===== src/verilog/spm_pkg.sv =====
package spm_pkg;

    //////////////////////////////////////////////////
    // Datapath widths
    //////////////////////////////////////////////////
    localparam int data_w = 32;              // Coordinates, offsets and DAC words
    localparam int q_rot  = 28;              // Fraction bits of cos/sin pair
    localparam int prod_w = 2*data_w;        // Full rotation product
    localparam int rot_w  = prod_w - q_rot;  // Rotated coordinate after the shift
    localparam int sum_w  = rot_w + 1;       // Offset sum ahead of the clamp

    // Sample buffer between generator and controller
    localparam int fifo_depth = 16;
    localparam int fifo_aw    = 4;

    // Symmetric DAC clamp, negative limit is -sat_max
    localparam logic signed [data_w-1:0] sat_max = 32'sh7fff_ffff;

    // Register byte addresses
    typedef enum logic [5:0] {
        reg_ctrl   = 6'h00,  // Bit 0 start on write, busy on read
        reg_pitch  = 6'h04,  // Raster pitch
        reg_points = 6'h08,  // Points per line, 16 bit
        reg_lines  = 6'h0C,  // Lines per frame, 16 bit
        reg_rot_xx = 6'h10,  // cos(alpha)
        reg_rot_xy = 6'h14,  // sin(alpha)
        reg_x0     = 6'h18,
        reg_y0     = 6'h1C,
        reg_z0     = 6'h20,
        reg_step   = 6'h24   // Offset slew limit, unsigned
    } reg_addr_e;

    // Raster generator states
    typedef enum logic [1:0] {
        st_idle,
        st_run,
        st_flush   // Last sample waiting for accept
    } scan_state_e;

endpackage


===== src/verilog/scan_fifo.sv =====
`timescale 1ns/10ps

module scan_fifo
    import spm_pkg::*;
(
    input  logic              a_clk,
    input  logic              reset,
    input  logic              in_valid,
    input  logic [data_w-1:0] in_xs,
    input  logic [data_w-1:0] in_ys,
    input  logic              out_ready,
    output logic              in_ready,
    output logic              out_valid,
    output logic [data_w-1:0] out_xs,
    output logic [data_w-1:0] out_ys
);

    logic [data_w-1:0]  mem_xs [fifo_depth];
    logic [data_w-1:0]  mem_ys [fifo_depth];
    logic [fifo_aw-1:0] wr_ptr;
    logic [fifo_aw-1:0] rd_ptr;
    logic [fifo_aw:0]   count;     // Entries in the array, output reg excluded
    logic               in_fire;
    logic               load_out;  // Output register free this cycle
    logic               pop;
    logic               push;
    logic               bypass;    // Empty array, input straight to output

    assign in_ready = (count != (fifo_aw+1)'(fifo_depth));
    assign in_fire  = in_valid && in_ready;
    assign load_out = !out_valid || out_ready;
    assign pop      = load_out && (count != '0);
    assign bypass   = load_out && (count == '0) && in_fire;
    assign push     = in_fire && !bypass;

    always_ff @(posedge a_clk)
    begin
        if (reset)
        begin
            wr_ptr    <= '0;
            rd_ptr    <= '0;
            count     <= '0;
            out_valid <= 1'b0;
        end
        else
        begin
            if (push)
                wr_ptr <= wr_ptr + 1'b1;   // Wraps at depth
            if (pop)
                rd_ptr <= rd_ptr + 1'b1;
            count <= count + (fifo_aw+1)'(push) - (fifo_aw+1)'(pop);
            if (load_out)
                out_valid <= pop || bypass;
        end
    end

    // Storage and output register
    always_ff @(posedge a_clk)
    begin
        if (push)
        begin
            mem_xs[wr_ptr] <= in_xs;
            mem_ys[wr_ptr] <= in_ys;
        end
        if (pop)
        begin
            out_xs <= mem_xs[rd_ptr];  // Oldest entry first
            out_ys <= mem_ys[rd_ptr];
        end
        else if (bypass)
        begin
            out_xs <= in_xs;
            out_ys <= in_ys;
        end
    end

    a_fifo_count: assert property (@(posedge a_clk) disable iff (reset)
        count <= (fifo_aw+1)'(fifo_depth));

endmodule


===== config.mk =====
export PLATFORM = sky130hd
export DESIGN_NAME = scan_fifo
export DESIGN_NICKNAME = d
export VERILOG_FILES = /design/src/verilog/spm_pkg.sv /design/src/verilog/scan_fifo.sv
export SDC_FILE = /design/constraint.sdc
export NUM_CORES = 1
export LEC_CHECK = 0
export ABC_AREA = 1
export BUFFER_PORTS_ARGS = -buffer_cell sky130_fd_sc_hd__buf_2
export CORE_AREA = 3 3 324 566
export DETAILED_ROUTE_END_ITERATION = 8
export DIE_AREA = 0 0 327 569
export PLACE_DENSITY_LB_ADDON = 0.05
export SYNTH_ARGS = -nofsm -noshare
export SYNTH_HDL_FRONTEND = slang
export SYNTH_SLANG_ARGS = --single-unit

===== constraint.sdc =====
create_clock -name a_clk -period 7 [get_ports a_clk]
set_clock_uncertainty 0.1 [all_clocks]
set_input_delay 1.05 -clock a_clk [delete_from_list [all_inputs] [get_ports a_clk]]
set_output_delay 1.05 -clock a_clk [all_outputs]
set_load 0.005 [all_outputs]

Yosys cells after proc, flatten, opt, wreduce, memory -nomap -nowiden
Memory sizes are Yosys's and may differ from the RTL's. A register that Yosys moved wholly into a read port is not among the register bits.
Cells that the tools add are included.
{"block": "classes", "addsub": 4, "eq_ne": 1, "n_mux": 10, "reduce_logical": 12}
{"op": "2-to-1 mux 32 bit", "count": 4}
{"op": "2-to-1 mux 4 bit", "count": 4}
{"op": "adder 4 x 1 -> 4 bit, second input constant", "count": 2}
{"op": "adder 5 x 1 -> 5 bit", "count": 1}
{"op": "logical AND 1 bit", "count": 5}
{"op": "zero test 5 bit", "count": 1}
{"op": "inequality test 5 bit, second input constant", "count": 1}
{"op": "nonzero test 5 bit", "count": 1}
{"op": "subtractor 5 x 1 -> 5 bit", "count": 1}
{"op": "zero test 1 bit", "count": 2}
{"op": "logical OR 1 bit", "count": 2}
{"op": "2-to-1 mux 1 bit", "count": 2}
{"op": "nonzero test 2 bit", "count": 1}
{"block": "totals", "regBits": 78, "mem_bits_rw": 1024, "mem_count": 2}
{"name": "mem_xs", "depth": 16, "word_bits": 32, "read_ports": 1, "rd_clocked_by_memory_dff": 1, "write_ports": 1, "line_no": "scan_fifo.sv:18", "text": "logic [data_w-1:0] mem_xs [fifo_depth];"}
{"name": "mem_ys", "depth": 16, "word_bits": 32, "read_ports": 1, "rd_clocked_by_memory_dff": 1, "write_ports": 1, "line_no": "scan_fifo.sv:19", "text": "logic [data_w-1:0] mem_ys [fifo_depth];"}

Depth between registers and ports, before layout
Gate-level depths: netlist of run 1.
{"block": "logic_depth", "depth_word": 8, "mapped_depth": 16}

Worst setup path before layout of run 1
Ideal clock, no wire load.
{"block": "synth_path", "path_kind": "input to register", "start": "input port out_ready", "end": "memory mem_xs[3][0], enable pin", "arrival_ps": 5870, "t_required_ps": 6335, "path_slack_ps": 465, "cell_stages": 5, "path_cell_list": "inv_1 -> nand2_1 -> o21ai_0 -> nand2_1 -> nor3_1"}
{"block": "synth_via", "elab_chain_len": 7}
{"item": "start, declared", "line_no": "scan_fifo.sv:11", "text": "input logic out_ready,"}
{"item": "logical OR 1 bit", "line_no": "scan_fifo.sv:31", "text": "assign load_out = !out_valid || out_ready;"}
{"item": "logical AND 1 bit (2 in series)", "line_no": "scan_fifo.sv:33", "text": "assign bypass = load_out && (count == '0) && in_fire;"}
{"item": "zero test 1 bit", "line_no": "scan_fifo.sv:34", "text": "assign push = in_fire && !bypass;"}
{"item": "logical AND 1 bit", "line_no": "scan_fifo.sv:34"}
{"item": "2-to-1 mux 1 bit", "line_no": "scan_fifo.sv:60", "text": "if (push)"}
{"item": "2-to-1 mux 1 bit (implied by the code)", "line_no": "scan_fifo.sv:62", "text": "mem_xs[wr_ptr] <= in_xs;"}
{"item": "end, declared", "line_no": "scan_fifo.sv:18"}
No other way between the ends.

Final worst setup path of run 1
{"block": "layout_path", "start": "register count[3]", "end": "register count[4]"}
{"block": "layout_via", "elab_chain_len": 7}
{"item": "start, declared", "line_no": "scan_fifo.sv:22", "text": "logic [fifo_aw:0] count;"}
{"item": "start signal, assigned", "line_no": "scan_fifo.sv:51", "text": "count <= count + (fifo_aw+1)'(push) - (fifo_aw+1)'(pop);"}
{"item": "inequality test 5 bit or zero test 5 bit (tied branches)", "line_no": "scan_fifo.sv:29, scan_fifo.sv:33"}
{"item": "logical AND 1 bit (on tied branches)", "line_no": "scan_fifo.sv:30, scan_fifo.sv:33"}
{"item": "logical AND 1 bit", "line_no": "scan_fifo.sv:33"}
{"item": "zero test 1 bit", "line_no": "scan_fifo.sv:34"}
{"item": "logical AND 1 bit", "line_no": "scan_fifo.sv:34"}
{"item": "adder 5 x 1 -> 5 bit", "line_no": "scan_fifo.sv:51"}
{"item": "subtractor 5 x 1 -> 5 bit (*)", "line_no": "scan_fifo.sv:51"}
Mark *: on every way between the ends. The rest lies on a longest branch, timed or not.
A chain may end at the register's enable or synchronous reset.

==> results of run 1 <==
-- cell type report --
| class | instances | share of cell area |
|---|---|---|
| Sequential cell | 1106 | 0.646 |
| Inverter | 28 | 0.00301 |
| Tap cell | 2392 | 0.0585 |
| Timing Repair Buffer | 182 | 0.0239 |
| Antenna cell | 4 | 0.000196 |
| Clock inverter | 64 | 0.0104 |
| Multi-Input combinational cell | 2394 | 0.200 |
| Clock buffer | 141 | 0.0578 |
-- tightest hold or removal path: cells and delay by family (launching register included) --
family | cells | cell delay (ps)
compound gates | 1 | 60
buf+inv | 1 | 50
flops | 1 | 310
-- placed cells by master (no fill, tap or decap) --
cell,instances
clkinv_16,1
o21ai_0,9
o31ai_1,1
buf_12,15
xor2_1,3
clkinv_8,3
bufinv_16,8
dfxtp_1,14
inv_4,3
nor2_1,9
dfxtp_4,4
inv_1,21
nand2_4,1
inv_6,4
ha_1,11
nand3_1,772
clkbuf_16,114
inv_2,1
nand2_1,1558
clkinv_1,31
a21oi_1,13
edfxtp_1,1088
nor2_4,14
clkinv_2,18
clkbuf_1,27
fa_1,1
diode_2,4
nor3_2,2
buf_2,133
inv_8,2
buf_4,34
-- report_power, final --
group	switching (mW)	leakage [nW]	internal, mW
Combinational	4.15	6.56	1.49
Clock	2.67	1.71	3.27
Sequential	0.244	10.0	7.87
Total	7.06	18.3	12.6
-- layer usage --
metal / share of wire / track usage / vias up
met4: 0.017 / 0.0317 / 2
met3: 0.032 / 0.0199 / 156
li1: - / - / 13202
met2: 0.50 / 0.274 / 429
met1: 0.45 / 0.204 / 14116
met5: 0.000089 / 0 / -
-- worst paths after layout --
| kind | endpoint | slack [ps] | cells after the start |
|---|---|---|---|
| setup / recovery | count[4] | 3380 | 15 |
| hold / removal | flip-flop | 360 | 2 |
| setup reg to reg | count[4] | 3380 | 15 |
| hold reg to reg | flip-flop | 360 | 2 |
-- sequential cells by signal, indices dropped and copies added, names as in the netlist, named ones only --
register	count
count	5
mem_xs	512
mem_ys	512
out_valid	1
out_xs	32
out_ys	32
rd_ptr	4
wr_ptr	4
-- per-stage QoR --
step / util / hold slack [ps]
after detailed placement: 0.265 / 350
final: 0.285 / 357
after floorplan: - / 333
after CTS: 0.285 / 360
after global routing: 0.285 / 406
after global placement: 0.265 / 343
-- kinds of logic (layout without fill, tap and decap cells) --
kind of cell / count (synthesis) / count (layout) / synth area share
compound gates: 23 / 23 / 0.00263
xor+xnor: 3 / 3 / 0.000587
fa+ha+maj: 12 / 12 / 0.00352
buf+inv: 253 / 415 / 0.0364
flops: 1106 / 1106 / 0.738
other cells: 0 / 4 / 0
simple gates: 2356 / 2356 / 0.219
==> run metrics, run 1 <==
status finished, final reports clean; grt total ovfl 0; Final Non-Filler Cells 6311; P_leak 18.3 nW; #FFs+latches synth between 1000 and 1500; minimum clock period ~3600 ps; GP Congestion a little under 0.7; CP top delay family adder cells; crit path cell chain inv_1, ha_1, nand2_1, nor2_1, nand2_1, nand2_4, inv_4, ha_1, inv_1, ha_1, inv_1, fa_1, o31ai_1, o21ai_0, a21oi_1; RSZ-0062 raised after global routing no; largest area contributor in the netlist edfxtp_1; CTS Hold Buffers Added 0; DP Area 47700 um2; crit-path max FO 36; Die H between 500 and 600 um; worst path bufs/invs 4; Cell variety after synth 23; Layout fillers 18545; TritonCTS clock tree built; Ys Warns 0; die span in x 327 um; Area Growth Syn to Fin 14.2%; largest stage delay on the critical path 540 ps; HP Start rd_ptr[3]; DRT Pass-1 Iters 5; DR vias 27905; HPWL after DPL approximately 74000 um; Final ANT Viol Nets 0; CP startpoint kind flip-flop; post-synth top area share 0.730; DP Worst Slack around 2800 ps; DR DRC count 0; Post-Synthesis Cells ~3800; WP data arrival 4170 ps; largest net degree at the start of global routing between 200 and 250; starting density of the core 0.249; Post-Layout Inst Area just over 50000 um2; worst vdd ir 0.300 mV; Setup violations, final 0; sequential area share after synthesis 0.738; Clock Path Buffers 3; Setup WS post-layout 3380 ps; WS Path Type reg2reg; layout cells sized above 1 0.0912; Post-synth top flop edfxtp_1; Slowest cell on crit path nand2_4; number of global-route vias before repair 28406; final period utilization 0.517; maxcap violations 0; GRT Util Overall 0.155; fraction of registers with async set/reset 0; P per Cell Area between 300 and 400 nW/um2; DRT iter0 DRCs 1627; via/cell ratio ~4.4; max-slew violation count 0; Top Ports 134; Hold Fails Final Rpt 0; Clock Latency Late Sink approximately 730 ps; register area 33000 um2; worst slew pin tran 1100 ps; Cell Area, Synth 44800 um2; hold crit path type reg2reg; area of the die 186000 um2; post-synthesis net count 3833; post-CTS setup buffers 0; top cells by count, synth 1558 x nand2_1, 1088 x edfxtp_1, 772 x nand3_1, 102 x buf_2, 57 x buf_6; Placed Instances 6102; Rel. slew slack 0.262; clk root buf clkbuf_16; Layout Nets 3905; Synth area leaders edfxtp_1 73%, nand2_1 13%, nand3_1 8.6%; highest clock rate 276 MHz; area of the multi-input gates around 10000 um2; first-pass GRT wire length 212000 um; final WL ~150000 um; total power 19.7 mW; clk slew on worst S/H paths roughly 60 ps; Post-Syn Area per Cell 11.9 um2; crit path capture type flip-flop; post-CTS sizing 0; EDFF count, synth 1088; setup TNS 0 ps; Num CTS Buffers approximately 110; # port buffers around 130; reg-to-reg startpoint count[3]; htree depth 3; Crit. Startpoint count[3]; antenna violations before repair 11; Rows 206; core area roughly 180000 um2; routed len/inst 23.2 um; Critical Path RT about 7600 ps; top-count cell post-synth nand2_1; Num Clock Sinks 1106
Power figures use the tool's default switching activity.
==> run 2: changes to the inputs <==
==> constraint.sdc (replaced) <==
create_clock -name a_clk -period 3.2 [get_ports a_clk]
set_clock_uncertainty 0.1 [all_clocks]
set_input_delay 0.48 -clock a_clk [delete_from_list [all_inputs] [get_ports a_clk]]
set_output_delay 0.48 -clock a_clk [all_outputs]
set_load 0.005 [all_outputs]
==> run 2 against run 1 <==
Compared with the run above:
- combinational power grew 130%
- cell area grew 1.6%
- setup slack lost 2900 ps
- power grew 120%
- highest routed layer is now met4
- final cell count grew 0.79%
- sequential power grew 120%
- via count grew 0.87%
- clock power grew 120%
==> run metrics, run 2 (same netlist as run 1, synthesis figures left out) <==
Clock Latency Late Sink 720 ps; # port buffers approximately 130; antenna violations before repair 15; total power 43.9 mW; Area Growth Syn to Fin 16.1%; status finished, final reports clean; commonest non-fill, non-tap cell in the layout nand2_1; setup TNS 0 ps; Critical Path RT 3740 ps; maxcap violations 0; WS Path Type reg2reg; GRT Util Overall 0.160; worst hold path depth 4; reg2reg end count[4]; max-slew violation count 0; CTS Hold Buffers Added 1; metal3 WL 4070 um; Layout Nets 3949; hold crit path type in2reg; routed len/inst 23.7 um; first-pass GRT wire length 218000 um; minimum clock period 2700 ps; Rel. slew slack 0.413; final WL roughly 150000 um; DR WL met2 79500 um; DRT iter0 DRCs 1559; commonest cells after routing, fill and taps aside 1558 x nand2_1, 1088 x edfxtp_1, 772 x nand3_1; Rows 206; HPWL after DPL 82500 um; P per Cell Area 844 nW/um2; Top Ports about 130; crit path capture type flip-flop; r2r setup slk approximately 500 ps; post-CTS setup buffers 0; starting density of the core 0.249; number of global-route vias before repair 29525; Endpoint, Worst Hold out_valid; HP Start out_ready; Die H ~570 um; post-CTS sizing 0; GP Congestion 0.703; area of the die 186000 um2; TritonCTS clock tree built; largest net degree at the start of global routing 130; die span in x 327 um; WP data arrival ~3200 ps; worst vdd ir 0.684 mV; Hold Fails Final Rpt 0; CP top delay family adder cells; worst path bufs/invs 4; worst slew pin tran 880 ps; grt total ovfl 0; htree depth 3; reg-to-reg startpoint count[2]; CP startpoint kind flip-flop; Reg2Reg Depth 15; layout cells sized above 1 0.101; crit path cell chain inv_1, ha_1, nand2_1, nor2_1, nand2_1, nand2_4, inv_4, ha_1, inv_1, ha_1, inv_1, fa_1, o31ai_1, o21ai_0, a21oi_1; M1 WL 64600 um; Largest regs mem_xs x512, mem_ys x512; Clock Path Buffers 3; top sig layer met4; DR DRC count 0; Final ANT Viol Nets 0; Layout fillers 18532; P_leak around 19 nW; Slowest cell on crit path fa_1; highest clock rate roughly 370 MHz; Util after Layout 0.289; Setup violations, final 0; core area 180000 um2; DRT Pass-1 Iters 5; DR vias 28148; Num CTS Buffers ~120; crit-path max FO 3; largest stage delay on the critical path between 400 and 500 ps; RSZ-0062 raised after global routing no; Num Clock Sinks 1106; Min Hold Slack 80.4 ps; clk root buf clkbuf_16; clk slew on worst S/H paths 60 ps; via/cell ratio roughly 4.4; final period utilization 0.845
-- run 2: power breakdown --
part	total (mW)	switching, mW	leakage, nW	internal [mW]
Sequential	17.7	0.498	10.0	17.2
Clock	13.2	5.93	1.74	7.27
Combinational	13.0	9.36	6.90	3.63
Total	43.9	15.8	18.7	28.1
-- run 2: worst max-delay path by stage --
stage	from	end	slack, ps	depth (start not counted)
2_1_floorplan	out_ready	mem_xs[11][0]	-810	5
3_3_place_gp	out_ready	count[4]	330	13
3_5_place_dp	out_ready	mem_ys[10][24]	380	10
4_1_cts	count[3]	count[4]	480	15
5_1_grt	count[3]	count[4]	160	15
6_report	count[2]	count[4]	500	15
-- run 2: cell type report --
cell class,instances,area (um2),area share
Antenna cell,2,5.00,0.0000963
Tap cell,2392,2990,0.0576
Clock buffer,153,3150,0.0605
Inverter,28,154,0.00296
Timing Repair Buffer,223,1960,0.0376
Sequential cell,1106,33000,0.636
Clock inverter,63,435,0.00838
Multi-Input combinational cell,2394,10200,0.197
-- run 2: worst reg2reg max path, stage by stage (launching register included) --
cell and delay, ps:
dfxtp_1 310, inv_1 80, ha_1 160, nand2_1 50
nor2_1 130, nand2_1 130, nand2_4 90, inv_4 30
ha_1 260, inv_1 60, ha_1 160, inv_1 70
fa_1 420, o31ai_1 300, o21ai_0 120, a21oi_1 150
-- run 2: routing by layer --
layer | track usage | vias to the layer above
li1 | - | 13277
met1 | 0.199 | 14309
met2 | 0.295 | 414
met3 | 0.0179 | 148
met4 | 0.0344 | 0
met5 | 0 | -
-- run 2: stage by stage --
step | setup WS (ps) | instance area [um2] | instances
after global routing | 163 | 52000 | 6360
final | 497 | 52000 | 6361
after global placement | 332 | 48400 | 6142
after floorplan | -810 | 44900 | 3753
after detailed placement | 377 | 48400 | 6142
after CTS | 476 | 52000 | 6359
