==> src/verilog/spm_pkg.sv <==
package spm_pkg;

    //////////////////////////////////////////////////
    // Datapath widths
    //////////////////////////////////////////////////
    localparam int data_w = 32;              // Coordinates, offsets and DAC words
    localparam int q_rot  = 28;              // Fraction bits of cos/sin pair
    localparam int prod_w = 2*data_w;        // Full rotation product
    localparam int rot_w  = prod_w - q_rot;  // Rotated coordinate after the shift
    localparam int sum_w  = rot_w + 1;       // Offset sum ahead of the clamp

    // Sample buffer between generator and controller
    localparam int fifo_depth = 16;
    localparam int fifo_aw    = 4;

    // Symmetric DAC clamp, negative limit is -sat_max
    localparam logic signed [data_w-1:0] sat_max = 32'sh7fff_ffff;

    // Register byte addresses
    typedef enum logic [5:0] {
        reg_ctrl   = 6'h00,  // Bit 0 start on write, busy on read
        reg_pitch  = 6'h04,  // Raster pitch
        reg_points = 6'h08,  // Points per line, 16 bit
        reg_lines  = 6'h0C,  // Lines per frame, 16 bit
        reg_rot_xx = 6'h10,  // cos(alpha)
        reg_rot_xy = 6'h14,  // sin(alpha)
        reg_x0     = 6'h18,
        reg_y0     = 6'h1C,
        reg_z0     = 6'h20,
        reg_step   = 6'h24   // Offset slew limit, unsigned
    } reg_addr_e;

    // Raster generator states
    typedef enum logic [1:0] {
        st_idle,
        st_run,
        st_flush   // Last sample waiting for accept
    } scan_state_e;

endpackage

==> src/verilog/scan_raster_gen.sv <==
`timescale 1ns/10ps

module scan_raster_gen
    import spm_pkg::*;
(
    input  logic              a_clk,
    input  logic              reset,
    input  logic              start,
    input  logic [data_w-1:0] pitch,
    input  logic [15:0]       points,
    input  logic [15:0]       lines,
    input  logic              gen_ready,
    output logic              busy,
    output logic              gen_valid,
    output logic [data_w-1:0] gen_xs,
    output logic [data_w-1:0] gen_ys
);

    scan_state_e state;
    logic [15:0] i_cnt;     // Point index within the line
    logic [31:0] left;      // Samples still to come after the current one
    logic [31:0] total;     // points x lines
    logic        fire;
    logic        line_end;

    assign total    = 32'(points) * 32'(lines);
    assign fire     = gen_valid && gen_ready;
    assign line_end = (i_cnt == points - 16'd1);
    assign busy     = (state != st_idle);

    //////////////////////////////////////////////////
    // Scan FSM
    //////////////////////////////////////////////////
    always_ff @(posedge a_clk)
    begin
        if (reset)
        begin
            state     <= st_idle;
            gen_valid <= 1'b0;
            i_cnt     <= '0;
            left      <= '0;
        end
        else
        begin
            case (state)
                st_idle:
                    if (start && total != '0)  // Empty raster never starts
                    begin
                        state     <= (total == 32'd1) ? st_flush : st_run;
                        gen_valid <= 1'b1;
                        i_cnt     <= '0;
                        left      <= total - 32'd1;
                    end
                st_run:
                    if (fire)
                    begin
                        i_cnt <= line_end ? 16'd0 : i_cnt + 16'd1;
                        left  <= left - 32'd1;
                        if (left == 32'd1)
                            state <= st_flush;  // Next offer is the final one
                    end
                st_flush:
                    if (fire)
                    begin
                        state     <= st_idle;
                        gen_valid <= 1'b0;
                    end
                default: state <= st_idle;
            endcase
        end
    end

    // Coordinates by accumulation, xs = i*pitch, ys = j*pitch mod 2^32
    always_ff @(posedge a_clk)
    begin
        if (state == st_idle && start)
        begin
            gen_xs <= '0;
            gen_ys <= '0;
        end
        else if (state == st_run && fire)
        begin
            if (line_end)
            begin
                gen_xs <= '0;               // Back to line start
                gen_ys <= gen_ys + pitch;   // Next line
            end
            else
                gen_xs <= gen_xs + pitch;
        end
    end

    a_gen_hold: assert property (@(posedge a_clk) disable iff (reset)
        gen_valid && !gen_ready |=> gen_valid && $stable(gen_xs) && $stable(gen_ys));

endmodule

==> config.mk <==
export PLATFORM = sky130hd
export DESIGN_NAME = scan_raster_gen
export DESIGN_NICKNAME = d
export VERILOG_FILES = /design/src/verilog/spm_pkg.sv /design/src/verilog/scan_raster_gen.sv
export SDC_FILE = /design/constraint.sdc
export NUM_CORES = 1
export LEC_CHECK = 0
export BUFFER_PORTS_ARGS = -buffer_cell sky130_fd_sc_hd__clkbuf_2
export CAP_MARGIN = 10
export CORE_ASPECT_RATIO = 0.8
export CORE_UTILIZATION = 60
export CTS_CLUSTER_DIAMETER = 80
export CTS_CLUSTER_SIZE = 30
export DETAILED_ROUTE_END_ITERATION = 8
export HOLD_SLACK_MARGIN = 0.05
export PLACE_DENSITY = 0.8
export SYNTH_ARGS = -nofsm -noshare
export SYNTH_HDL_FRONTEND = slang
export SYNTH_SLANG_ARGS = --single-unit
==> constraint.sdc <==
create_clock -name a_clk -period 10.3 [get_ports a_clk]
set_input_delay 1.545 -clock a_clk [delete_from_list [all_inputs] [get_ports a_clk]]
set_output_delay 1.545 -clock a_clk [all_outputs]
set_load 0.01 [all_outputs]
* After elaboration in Yosys (flattened, before gate mapping)
Index checks and enable logic that the tools add are counted.
** Storage, ports and cells
- Bits in registers :: 115
- Input port bits :: 68
- Output and inout bits :: 66
- Logic and storage cells :: 52
** Operators by class
- Add/sub/neg operators :: 6
- Multiply operators :: 1
- Eq/ne operators :: 9
- Muxes and demuxes :: 17
- Reduce and logical (&&, ||, !) cells :: 13
** Operators with widths (count)
- 32-bit two-way mux :: 3
- 32-bit adder :: 2
- 32-bit by 1-bit == test with 1-bit output, second input constant :: 2
- 32-bit one-hot mux with 2 select lines :: 1
- 32-bit by 1-bit subtractor with 32-bit output, second input constant :: 2
- 16-bit two-way mux :: 3
- 16-bit by 16-bit multiplier with 32-bit output :: 1
- 16-bit one-hot mux with 2 select lines :: 1
- 32-bit nonzero test :: 1
- 16-bit by 1-bit adder with 16-bit output, second input constant :: 1
- 16-bit == test :: 1
- 16-bit by 1-bit subtractor with 16-bit output, second input constant :: 1
- 2-bit two-way mux :: 5
- 2-bit != test, second input constant :: 4
- 2-bit one-hot mux with 3 select lines :: 1
- 3-bit AND reduction :: 2
- 2-bit nonzero test :: 3
- 1-bit logical AND :: 4
- 4-bit AND reduction :: 1
- 2-bit by 1-bit == test with 1-bit output, second input constant :: 1
- 2-bit == test, second input constant :: 1
- 2-bit logical NOT :: 1
- 1-bit two-way mux :: 2
- 1-bit one-hot mux with 2 select lines :: 1
- 2-bit AND reduction :: 1

* Longest topological paths before layout
Gate-level depths: netlist of run 1.
- Word-level depth :: 5
- Mapped depth :: 30
- Gate-level depth less buffers :: 26

* Worst setup path after synthesis of run 1
OpenSTA, ideal clock, no wires.
- Kind :: input -> register
- Start :: input points[10]
- End :: register left[10]
- Setup time :: 0.128 ns
- Data arrival time :: 8.500 ns
- Setup slack :: 1.672 ns
- Cell stages on the path :: 24
- Buffers on the path :: 4
- Cell sequence :: clkbuf_1 > buf_1 > nand2_1 > fa_1 > fa_1 > fa_1 > fa_1 > inv_1 > fa_1 > fa_1 > ha_1 > and2_1 > a22o_1 > a2111o_1 > a21bo_1 > a21o_1 > a2111oi_4 > nand3_4 > or4_1 > o21a_1 > buf_6 > buf_2 > a22oi_1 > nor2_1
** Between the ends
- Cells in the longest elaborated chain, start to end :: 5
- Elaborated cells on any way between the ends :: 8
- Classes of those cells :: 1 x add/sub; 1 x mul; 1 x eq/ne; 2 x mux; 3 x reduce/logical
** RTL lines
- start, declared :: line scan_raster_gen.sv:10 : input logic [15:0] points,
- 16-bit by 16-bit multiplier with 32-bit output (*) :: line scan_raster_gen.sv:26 : assign total = 32'(points) * 32'(lines);
- parallel branches: the longest is 4 deep, another holds 32-bit by 1-bit subtractor with 32-bit output
- end signal, assigned :: line scan_raster_gen.sv:52 : left <= total - 32'd1;
- end signal, assigned :: line scan_raster_gen.sv:58 : left <= left - 32'd1;
- end, declared :: line scan_raster_gen.sv:21 : logic [31:0] left;
Every way passes the cells marked *. The select of a mux whose other input is x is not followed.
A chain may end at the register's enable or synchronous reset.

* Worst setup path after layout of run 1
- Start :: input points[13]
- End :: register left[22]
The elaborated chain is that of the path after synthesis.

==> results of run 1 <==
-- cell type report --
type | instances | share of cell area [%]
Antenna cell | 1 | 0.0129
Clock buffer | 19 | 2.28
Clock inverter | 13 | 1.12
Inverter | 248 | 4.78
Multi-Input combinational cell | 1791 | 73.8
Sequential cell | 115 | 11.8
Tap cell | 377 | 2.42
Timing Repair Buffer | 141 | 3.73
-- layout by cell type (no fill, tap or decap), types with 8 or more instances in the layout --
cell / Yosys / routed
sky130_fd_sc_hd__nand2b_1: 31 / 31
sky130_fd_sc_hd__nor2_1: 153 / 152
sky130_fd_sc_hd__a311oi_2: 14 / 14
sky130_fd_sc_hd__nor3_1: 50 / 50
sky130_fd_sc_hd__dfxtp_1: 115 / 115
sky130_fd_sc_hd__xnor2_1: 68 / 68
sky130_fd_sc_hd__a21oi_1: 156 / 156
sky130_fd_sc_hd__nor3b_1: 8 / 8
sky130_fd_sc_hd__inv_1: 248 / 248
sky130_fd_sc_hd__and3_1: 28 / 28
sky130_fd_sc_hd__or2_2: 8 / 8
sky130_fd_sc_hd__o21a_1: 17 / 16
sky130_fd_sc_hd__a21o_1: 37 / 37
sky130_fd_sc_hd__nand3_1: 59 / 59
sky130_fd_sc_hd__and2_1: 121 / 120
sky130_fd_sc_hd__a22oi_1: 17 / 17
sky130_fd_sc_hd__o21ai_0: 106 / 106
sky130_fd_sc_hd__or3_1: 14 / 14
sky130_fd_sc_hd__o211ai_1: 14 / 14
sky130_fd_sc_hd__xor2_1: 51 / 51
sky130_fd_sc_hd__buf_4: 0 / 8
sky130_fd_sc_hd__clkbuf_2: 0 / 133
sky130_fd_sc_hd__nand4_1: 11 / 11
sky130_fd_sc_hd__o21bai_1: 16 / 16
sky130_fd_sc_hd__fa_1: 196 / 196
sky130_fd_sc_hd__clkbuf_16: 0 / 17
sky130_fd_sc_hd__nand2_1: 278 / 278
sky130_fd_sc_hd__nor2b_1: 12 / 12
sky130_fd_sc_hd__a31oi_1: 11 / 10
sky130_fd_sc_hd__a211oi_1: 15 / 15
sky130_fd_sc_hd__ha_1: 172 / 172
sky130_fd_sc_hd__nor4_1: 15 / 15
-- cells by family after synthesis --
family	after synthesis	share of synthesized area [%]
compound gates	485	17.9
xor+xnor	119	5.78
fa+ha+maj	368	33.7
buf+inv	355	7.65
flops	115	12.8
mux	6	0.340
simple gates	813	21.9
-- registers in the layout (all words and copies together) (netlist names) --
register	cells
gen_xs	32
state	2
gen_ys	32
left	32
gen_valid	1
i_cnt	16
-- critical path: stages --
cell and delay, ps:
sky130_fd_sc_hd__clkbuf_2 340, sky130_fd_sc_hd__and2_1 310, sky130_fd_sc_hd__fa_1 530, sky130_fd_sc_hd__inv_1 50, sky130_fd_sc_hd__fa_1 470, sky130_fd_sc_hd__fa_1 520
sky130_fd_sc_hd__inv_1 60, sky130_fd_sc_hd__fa_1 510, sky130_fd_sc_hd__fa_1 510, sky130_fd_sc_hd__inv_1 50, sky130_fd_sc_hd__fa_1 540, sky130_fd_sc_hd__inv_1 60
sky130_fd_sc_hd__ha_1 460, sky130_fd_sc_hd__nand2_1 110, sky130_fd_sc_hd__o21ai_0 360, sky130_fd_sc_hd__a311o_1 320, sky130_fd_sc_hd__a31o_2 210, sky130_fd_sc_hd__nor3_1 60
sky130_fd_sc_hd__or3_1 390, sky130_fd_sc_hd__a2111oi_0 500, sky130_fd_sc_hd__nand4_1 310, sky130_fd_sc_hd__o21a_2 310, sky130_fd_sc_hd__buf_4 340, sky130_fd_sc_hd__a32oi_1 310
sky130_fd_sc_hd__nor2_1 50
-- per-stage QoR --
stage	instances	utilization [%]	setup WS, ps	hold WS, ps
after detailed placement	2672	63.9	984	468
after global placement	2672	63.9	1170	455
after CTS	2704	66.1	1370	476
final	2705	66.2	1300	477
after global routing	2704	66.1	883	500
after floorplan	2261	-	1670	444
-- layer usage --
metal,GRT usage [%],vias to the layer above
li1,-,7733
met1,46.7,7991
met2,50.6,734
met3,6.94,70
met4,6.81,0
met5,0,-
-- worst paths after layout --
kind / end / slack [ps] / cells after the start
max: left[22] / 1300 / 25
min: gen_xs[0] / 480 / 2
min reg2reg: gen_xs[0] / 480 / 2
max reg2reg: gen_xs[30] / 6300 / 14
-- synthesized netlist by cell type, types with 12 or more instances --
master,count,area share (%)
sky130_fd_sc_hd__a211oi_1,15,0.62
sky130_fd_sc_hd__a21o_1,37,1.5
sky130_fd_sc_hd__a21oi_1,156,4.3
sky130_fd_sc_hd__a22oi_1,17,0.71
sky130_fd_sc_hd__a311oi_2,14,1.2
sky130_fd_sc_hd__and2_1,121,4.2
sky130_fd_sc_hd__and3_1,28,0.97
sky130_fd_sc_hd__clkbuf_1,94,2.0
sky130_fd_sc_hd__dfxtp_1,115,13
sky130_fd_sc_hd__fa_1,196,22
sky130_fd_sc_hd__ha_1,172,12
sky130_fd_sc_hd__inv_1,248,5.2
sky130_fd_sc_hd__nand2_1,278,5.8
sky130_fd_sc_hd__nand2b_1,31,1.1
sky130_fd_sc_hd__nand3_1,59,1.6
sky130_fd_sc_hd__nor2_1,153,3.2
sky130_fd_sc_hd__nor2b_1,12,0.42
sky130_fd_sc_hd__nor3_1,50,1.4
sky130_fd_sc_hd__nor4_1,15,0.52
sky130_fd_sc_hd__o211ai_1,14,0.58
sky130_fd_sc_hd__o21a_1,17,0.71
sky130_fd_sc_hd__o21ai_0,106,2.9
sky130_fd_sc_hd__o21bai_1,16,0.67
sky130_fd_sc_hd__or3_1,14,0.49
sky130_fd_sc_hd__xnor2_1,68,3.3
sky130_fd_sc_hd__xor2_1,51,2.5
==> implementation parameters, run 1 <==
Parameter                              Value

Routing
  WL met2 ... 21.4 mm
  Residual DRC ... 0
  Uppermost layer routed ... met4
  Post-detailed-route via-to-cell ratio ... 6.11
  First-iteration detailed-routing DRC count ... 1591
  Detailed route wirelength on metal3 ... 4.40 mm
  Count of antenna-violating nets left after detailed routing ... 0
  Count of TritonRoute iterations in the first routing pass ... 6
  Met1 Routed Length ... 22.1 mm
  Total wire length ... 48.6 mm
  Wirelength per Cell ... 18.0 um
  Vias ... 16500

Final layout
  Post-route design area ... 19500 um2
  Post-layout nets ... 2750
  Area added between synthesis and finish ... 7.89%
  Total area of multi-input combinational cells ... 14400 um2
  Area taken by flip-flops and latches ... 2300 um2
  Filler Cells Inserted ... 2465
  Share of cells above drive strength 1 ... 9.45%

Clock tree
  Worst-skew pair later-pin latency ... 440 ps
  H-tree lvl count ... 4
  Clock Sinks ... 115
  Post_cts resized ... 0
  Clock slew seen by the registers of the worst setup and hold paths ... 60 ps
  Max clock buf depth ... 2
  Root cell of the clock tree ... sky130_fd_sc_hd__clkbuf_16
  Post-CTS setup buffer count ... 0
  CTS Hold Bufs ... 0
  Number of buffers inserted during clock tree synthesis ... 17
  CTS tree ... built

Synth
  Most instantiated flip-flop cell in the synthesis netlist ... sky130_fd_sc_hd__dfxtp_1
  Post-synth ARST share ... 0%
  Net Count, Synth ... 2697
  Synth Cell Area ... 18000 um2
  Seq/Total Area, Yosys ... 12.8%
  Number of instances in the synthesized netlist ... 2261
  Mean post-synth cell area ... 7.98 um2
  #FFs+latches synth ... 115
  Number of flops mapped to enable cells by yosys ... 0
  Count of unique library cells instantiated by Yosys ... 80
  Count of synthesis-stage warnings from yosys ... 0

Timing
  Number of pins exceeding their max-slew limit in the final report ... 0
  Setup TNS ... 0 ps
  Total count of hold-check failures in the final report ... 0
  Share of the clock period used by the worst path ... 87.4%
  Maximum clock rate ... 111 MHz
  Fin Clk Skew ... 14.2 ps
  Minimum period implied by the final worst setup slack ... 9000 ps
  Worst Max-Slew Pin Slew ... 1160 ps
  Worst slew margin ... 22.6%
  Setup repair after global routing missed its margin ... false
  Number of setup violations in the final report ... 0

Run status
  Run status ... finished clean

Floorplan
  Total die area ... 30800 um2
  Area inside the core boundary ... 29400 um2
  Initial cell density of the core ... 61.3%
  Horizontal die dimension ... 196 um
  Chip height ... 157 um
  Boundary pin count ... 134
  # rows ... 56

Setup path
  Worst setup path start ... points[13]
  Required time of the critical path ... 10590 ps
  Data arrival time of the critical path ... 9290 ps
  Startpoint Class ... primary input
  Crit Reg-Reg Startpoint ... gen_xs[0]
  Crit Path Category ... in -> reg
  Maximum fanout count along the critical path ... 74
  Crit path capture type ... register

Hold path
  Worst Min Path Start ... gen_xs[0]
  Worst min path class ... reg -> reg

Placement
  # port buffers ... 133
  Weighted congestion at the end of routability-driven global placement ... 0.961
  HPWL after detailed placement ... 37.1 mm
  Area after detailed placement ... 18800 um2

Global route
  Via count of the first global-routing pass ... 16000
  First-pass GRT wire length ... 80.5 mm
  Global router's overall resource usage ... 32.6%
  Pin count of the biggest net entering global routing ... 75
  Total gr overflow ... 0
  Antenna violations before repair ... 1

Job
  Max Cap Viol ... 0
Power of run 1 is left out: the tool's default activity adds up to more than one toggle a clock period on the data nets, which glitch-free logic cannot reach.
==> run 2, diff against run 1 <==
- BUFFER_PORTS_ARGS: -buffer_cell sky130_fd_sc_hd__clkbuf_2 -> -buffer_cell sky130_fd_sc_hd__buf_4
==> run 2 against run 1 <==
Against the previous run: final cell count is 0.11% higher; clock skew is 6.1 ps lower; core utilization is 0.86 points higher; non-clock buffer count is 4 higher; die area stayed put; first-iteration DRC count is 0.19% lower; via count is 0.50% lower; critical endpoint is now i_cnt[15]; largest cell class unchanged.
==> implementation parameters, run 2 (synthesis results as in run 1) <==
Parameter                              Value

Run status
  Run status ... finished clean

Timing
  Maximum clock rate ... 110 MHz
  Setup TNS ... 0 ps
  Number of pins exceeding their max-slew limit in the final report ... 0
  Fin Clk Skew ... 8.10 ps
  Minimum period implied by the final worst setup slack ... 9080 ps
  Worst slew margin ... 30.3%
  Setup repair after global routing missed its margin ... false
  Worst Max-Slew Pin Slew ... 1050 ps
  Total count of hold-check failures in the final report ... 0
  Post-route setup slack ... 1220 ps
  Number of setup violations in the final report ... 0
  Share of the clock period used by the worst path ... 88.1%

Floorplan
  Area inside the core boundary ... 29400 um2
  Chip height ... 157 um
  Horizontal die dimension ... 196 um
  # rows ... 56
  Initial cell density of the core ... 61.3%
  Total die area ... 30800 um2
  Boundary pin count ... 134

Global route
  Via count of the first global-routing pass ... 15800
  Total gr overflow ... 0
  First-pass GRT wire length ... 79.7 mm
  GR met2 Demand/Resource ... 49.0%
  Met1 usage ... 46.4%
  Global routing's busiest layer ... met2
  Global router's overall resource usage ... 32.3%
  Antenna violations before repair ... 0
  Pin count of the biggest net entering global routing ... 62
  M3 GR Usage ... 8.19%

Final layout
  Commonest cells after routing, fill and taps aside ... sky130_fd_sc_hd__nand2_1 (278), sky130_fd_sc_hd__inv_1 (248), sky130_fd_sc_hd__fa_1 (196)
  Share of cells above drive strength 1 ... 9.57%
  Post-layout nets ... 2754
  Registers with the highest flip-flop counts ... gen_xs x32, gen_ys x32, left x32
  Area taken by flip-flops and latches ... 2300 um2
  Most common library cell in the layout ignoring fill and taps ... sky130_fd_sc_hd__nand2_1
  Final antenna diode count ... 0
  Total area of multi-input combinational cells ... 14400 um2
  Filler Cells Inserted ... 2481
  Area added between synthesis and finish ... 9.29%

Hold path
  Worst min path class ... reg -> reg

Setup path
  Crit Path Category ... in -> reg
  Required time of the critical path ... 10600 ps
  Crit path capture type ... register
  Startpoint Class ... primary input
  Data arrival time of the critical path ... 9370 ps
  Maximum fanout count along the critical path ... 60

Placement
  HPWL after detailed placement ... 36.8 mm
  # port buffers ... 133
  Worst setup slack before clock tree synthesis ... 980 ps
  Weighted congestion at the end of routability-driven global placement ... 0.949

Clock tree
  CTS Hold Bufs ... 0
  Number of buffers inserted during clock tree synthesis ... 17
  H-tree lvl count ... 4
  Worst-skew pair later-pin latency ... 430 ps
  Post_cts resized ... 0
  Post-CTS setup buffer count ... 0
  Root cell of the clock tree ... sky130_fd_sc_hd__clkbuf_16
  Clock Sinks ... 115
  Max clock buf depth ... 2
  Clock slew seen by the registers of the worst setup and hold paths ... 60 ps
  CTS tree ... built

Routing
  Count of TritonRoute iterations in the first routing pass ... 5
  Count of antenna-violating nets left after detailed routing ... 0
  Vias ... 16400
  First-iteration detailed-routing DRC count ... 1588
  Post-detailed-route via-to-cell ratio ... 6.07
  Residual DRC ... 0
  Total wire length ... 48.2 mm
  Wirelength per Cell ... 17.8 um

Job
  Max Cap Viol ... 0
## run 2: changes by cell type in the layout (fill, tap and decap cells not counted)
cell                         delta
sky130_fd_sc_hd__buf_4        +137
sky130_fd_sc_hd__bufinv_16      -4
sky130_fd_sc_hd__clkbuf_1       +1
sky130_fd_sc_hd__clkbuf_2     -133
sky130_fd_sc_hd__clkinv_2       +4
sky130_fd_sc_hd__clkinv_4       -1
sky130_fd_sc_hd__clkinvlp_4     +2
sky130_fd_sc_hd__diode_2        -1
sky130_fd_sc_hd__inv_6          -2
## run 2: worst max-delay path, stage by stage
cell                       delay (ps)
sky130_fd_sc_hd__buf_4            210
sky130_fd_sc_hd__and2_1           220
sky130_fd_sc_hd__fa_1             530
sky130_fd_sc_hd__inv_1             50
sky130_fd_sc_hd__fa_1             470
sky130_fd_sc_hd__fa_1             510
sky130_fd_sc_hd__inv_1             50
sky130_fd_sc_hd__fa_1             580
sky130_fd_sc_hd__fa_1             450
sky130_fd_sc_hd__fa_1             470
sky130_fd_sc_hd__ha_1             410
sky130_fd_sc_hd__nand3_1          180
sky130_fd_sc_hd__or3b_1           500
sky130_fd_sc_hd__a211oi_2         310
sky130_fd_sc_hd__o21ai_0          150
sky130_fd_sc_hd__a311oi_1         650
sky130_fd_sc_hd__nor4bb_1         220
sky130_fd_sc_hd__nand4_1          250
sky130_fd_sc_hd__o21a_2           880
sky130_fd_sc_hd__buf_4            410
sky130_fd_sc_hd__nand2_1           90
sky130_fd_sc_hd__a21oi_1          160
sky130_fd_sc_hd__nor2_1            50
## run 2: final timing paths
kind	from	to	slack, ps	depth (start not counted)
worst max-delay path	points[8]	i_cnt[15]	1220	23
worst min-delay path	gen_xs[11]	gen_xs[11]	470	2
worst max register to register	gen_xs[0]	gen_xs[30]	6330	14
worst min register to register	gen_xs[11]	gen_xs[11]	470	2
## run 2: per-layer routing
| layer | vias up | wire [um] |
|---|---|---|
| met3 | 66 | 4810 |
| met2 | 741 | 20700 |
| met4 | 0 | 643 |
| met5 | - | 0 |
| met1 | 7902 | 22000 |
| li1 | 7736 | - |
## run 2: cell type report
| cell class | instances | area share, % |
|---|---|---|
| inverter | 248 | 4.72 |
| multi-input combinational | 1791 | 72.9 |
| tap | 377 | 2.39 |
| timing repair buffer | 145 | 5.52 |
| clock inverter | 12 | 0.546 |
| clock buffer | 20 | 2.27 |
| sequential | 115 | 11.7 |
## run 2: through the flow
step | cells | instance area (um2) | util [%] | hold WS (ps)
2_1_floorplan | 2261 | 18000 | - | 444
3_3_place_gp | 2676 | 19200 | 65.1 | 457
3_5_place_dp | 2676 | 19200 | 65.1 | 466
4_1_cts | 2708 | 19700 | 67.0 | 471
5_1_grt | 2708 | 19700 | 67.0 | 504
6_report | 2708 | 19700 | 67.0 | 469
Power of run 2 is left out for the same reason.
==> run 3, diff against run 2 <==
- REMOVE_ABC_BUFFERS: unset -> 1
==> run 3 against run 2 <==
Against the previous run: wire length decreased by 1.8%; final cell count decreased by 0.11%; worst hold slack improved by 6.6 ps; via count decreased by 1.0%; register-to-register slack improved by 150 ps; largest cell class unchanged.
==> implementation parameters, run 3 (synthesis results as in run 1) <==
Parameter                              Value

Clock tree
  Root cell of the clock tree ... sky130_fd_sc_hd__clkbuf_16
  CTS tree ... built
  Post-CTS setup buffer count ... 0
  Post_cts resized ... 0
  CTS Hold Bufs ... 0
  Worst-skew pair later-pin latency ... 420 ps
  Number of buffers inserted during clock tree synthesis ... 17
  Clock Sinks ... 115
  Max clock buf depth ... 2
  Clock slew seen by the registers of the worst setup and hold paths ... 60 ps
  H-tree lvl count ... 4

Timing
  Number of pins exceeding their max-slew limit in the final report ... 0
  Number of setup violations in the final report ... 0
  Total count of hold-check failures in the final report ... 0
  Worst slew margin ... 26.8%
  Worst Max-Slew Pin Slew ... 1090 ps
  Share of the clock period used by the worst path ... 88.1%
  Fin Clk Skew ... 7.43 ps
  Setup repair after global routing missed its margin ... false
  Setup TNS ... 0 ps
  Post-route setup slack ... 1220 ps
  Minimum period implied by the final worst setup slack ... 9080 ps
  Maximum clock rate ... 110 MHz

Global route
  Total gr overflow ... 0
  First-pass GRT wire length ... 76.8 mm
  Via count of the first global-routing pass ... 15400
  Global router's overall resource usage ... 30.9%
  Pin count of the biggest net entering global routing ... 57
  Antenna violations before repair ... 0

Floorplan
  # rows ... 56
  Horizontal die dimension ... 196 um
  Chip height ... 157 um
  Total die area ... 30800 um2
  Initial cell density of the core ... 61.3%
  Boundary pin count ... 134
  Area inside the core boundary ... 29400 um2

Routing
  Total wire length ... 47.3 mm
  First-iteration detailed-routing DRC count ... 1699
  Post-detailed-route via-to-cell ratio ... 6.02
  Count of antenna-violating nets left after detailed routing ... 0
  Count of TritonRoute iterations in the first routing pass ... 6
  Residual DRC ... 0
  Vias ... 16300
  Wirelength per Cell ... 17.5 um

Setup path
  Maximum fanout count along the critical path ... 56
  Crit path capture type ... register
  Data arrival time of the critical path ... 9360 ps
  Crit Path Category ... in -> reg
  Startpoint Class ... primary input
  Required time of the critical path ... 10590 ps
  Crit path cell chain ... buf_4 > and2_1 > fa_1 > inv_1 > fa_1 > fa_1 > fa_1 > inv_1 > fa_1 > fa_1 > ha_1 > a21o_1 > and2_1 > nor4_2 > a211oi_2 > o211ai_1 > nand2_1 > a311oi_1 > or4_1 > o21a_2 > buf_4 > nand2_1 > a21oi_1 > nor2_1
  Slowest library cell on the worst path ... sky130_fd_sc_hd__o21a_2
  Cell occurring most often along the worst timing path ... sky130_fd_sc_hd__fa_1
  Largest incremental delay on the critical path ... 790 ps

Final layout
  Final standard cell utilization of the core ... 67.0%
  Post-layout nets ... 2751
  Post-route design area ... 19700 um2
  Final antenna diode count ... 0
  Commonest cells after routing, fill and taps aside ... sky130_fd_sc_hd__nand2_1 (278), sky130_fd_sc_hd__inv_1 (248), sky130_fd_sc_hd__fa_1 (196)
  Total area of multi-input combinational cells ... 14400 um2
  Final cell count without fillers ... 2705
  Registers with the highest flip-flop counts ... gen_xs x32, gen_ys x32, left x32
  Most common library cell in the layout ignoring fill and taps ... sky130_fd_sc_hd__nand2_1
  Area added between synthesis and finish ... 9.35%
  Area taken by flip-flops and latches ... 2300 um2
  Filler Cells Inserted ... 2477
  Share of cells above drive strength 1 ... 9.49%

Pwr
  Largest vdd supply drop ... 527 uV
  Total power per unit cell area ... 373 nW/um2
  Leakage power ... 9.18 nW

Placement
  Weighted congestion at the end of routability-driven global placement ... 0.916
  Placed cell count ... 2672
  HPWL after detailed placement ... 37.1 mm
  Worst setup slack before clock tree synthesis ... 946 ps
  Area after detailed placement ... 19100 um2
  # port buffers ... 133

Job
  Max Cap Viol ... 0

Hold path
  Worst min path class ... reg -> reg

Run status
  Run status ... finished clean
-- run 3: critical path: cells and delay by family --
kind	cells	cell delay, ps
simple gates	7	1400
fa+ha+maj	7	3400
buf+inv	4	740
compound gates	6	2260
-- run 3: layer usage --
| layer | GRT usage (%) | up-vias | share of wire [%] |
|---|---|---|---|
| met3 | 7.44 | 71 | 9.0 |
| met4 | 6.18 | 2 | 1.0 |
| met1 | 43.9 | 7793 | 45 |
| li1 | - | 7738 | - |
| met5 | 1.13 | - | 0.095 |
| met2 | 47.9 | 671 | 45 |
-- run 3: worst paths after layout --
check	from	endpoint	slack [ps]	depth (start not counted)
hold / removal	left[11]	left[11]	480	2
hold reg to reg	left[11]	left[11]	480	2
setup / recovery	points[7]	i_cnt[15]	1220	24
setup reg to reg	gen_xs[0]	gen_xs[30]	6480	14
-- run 3: area by class of cell --
type                            count  share of cell area, %
Inverter                          248                   4.72
Clock buffer                       20                   2.31
Tap cell                          377                   2.39
Sequential cell                   115                   11.7
Timing Repair Buffer              142                   5.40
Multi-Input combinational cell   1791                   72.8
Clock inverter                     12                  0.666
-- run 3: power by group --
group / switching (W) / internal [W] / total, W
registers: 0.0000389 / 0.000489 / 0.000528
logic: 0.00372 / 0.00252 / 0.00624
clock network: 0.000227 / 0.000368 / 0.000595
total: 0.00399 / 0.00338 / 0.00736
-- run 3: stage by stage --
stage / hold WS, ps / total power, W
6_report: 476 / 0.00736
3_5_place_dp: 465 / 0.00665
2_1_floorplan: 437 / 0.00528
4_1_cts: 474 / 0.00729
5_1_grt: 503 / 0.00806
3_3_place_gp: 453 / 0.00654
Power figures use the tool's default switching activity.
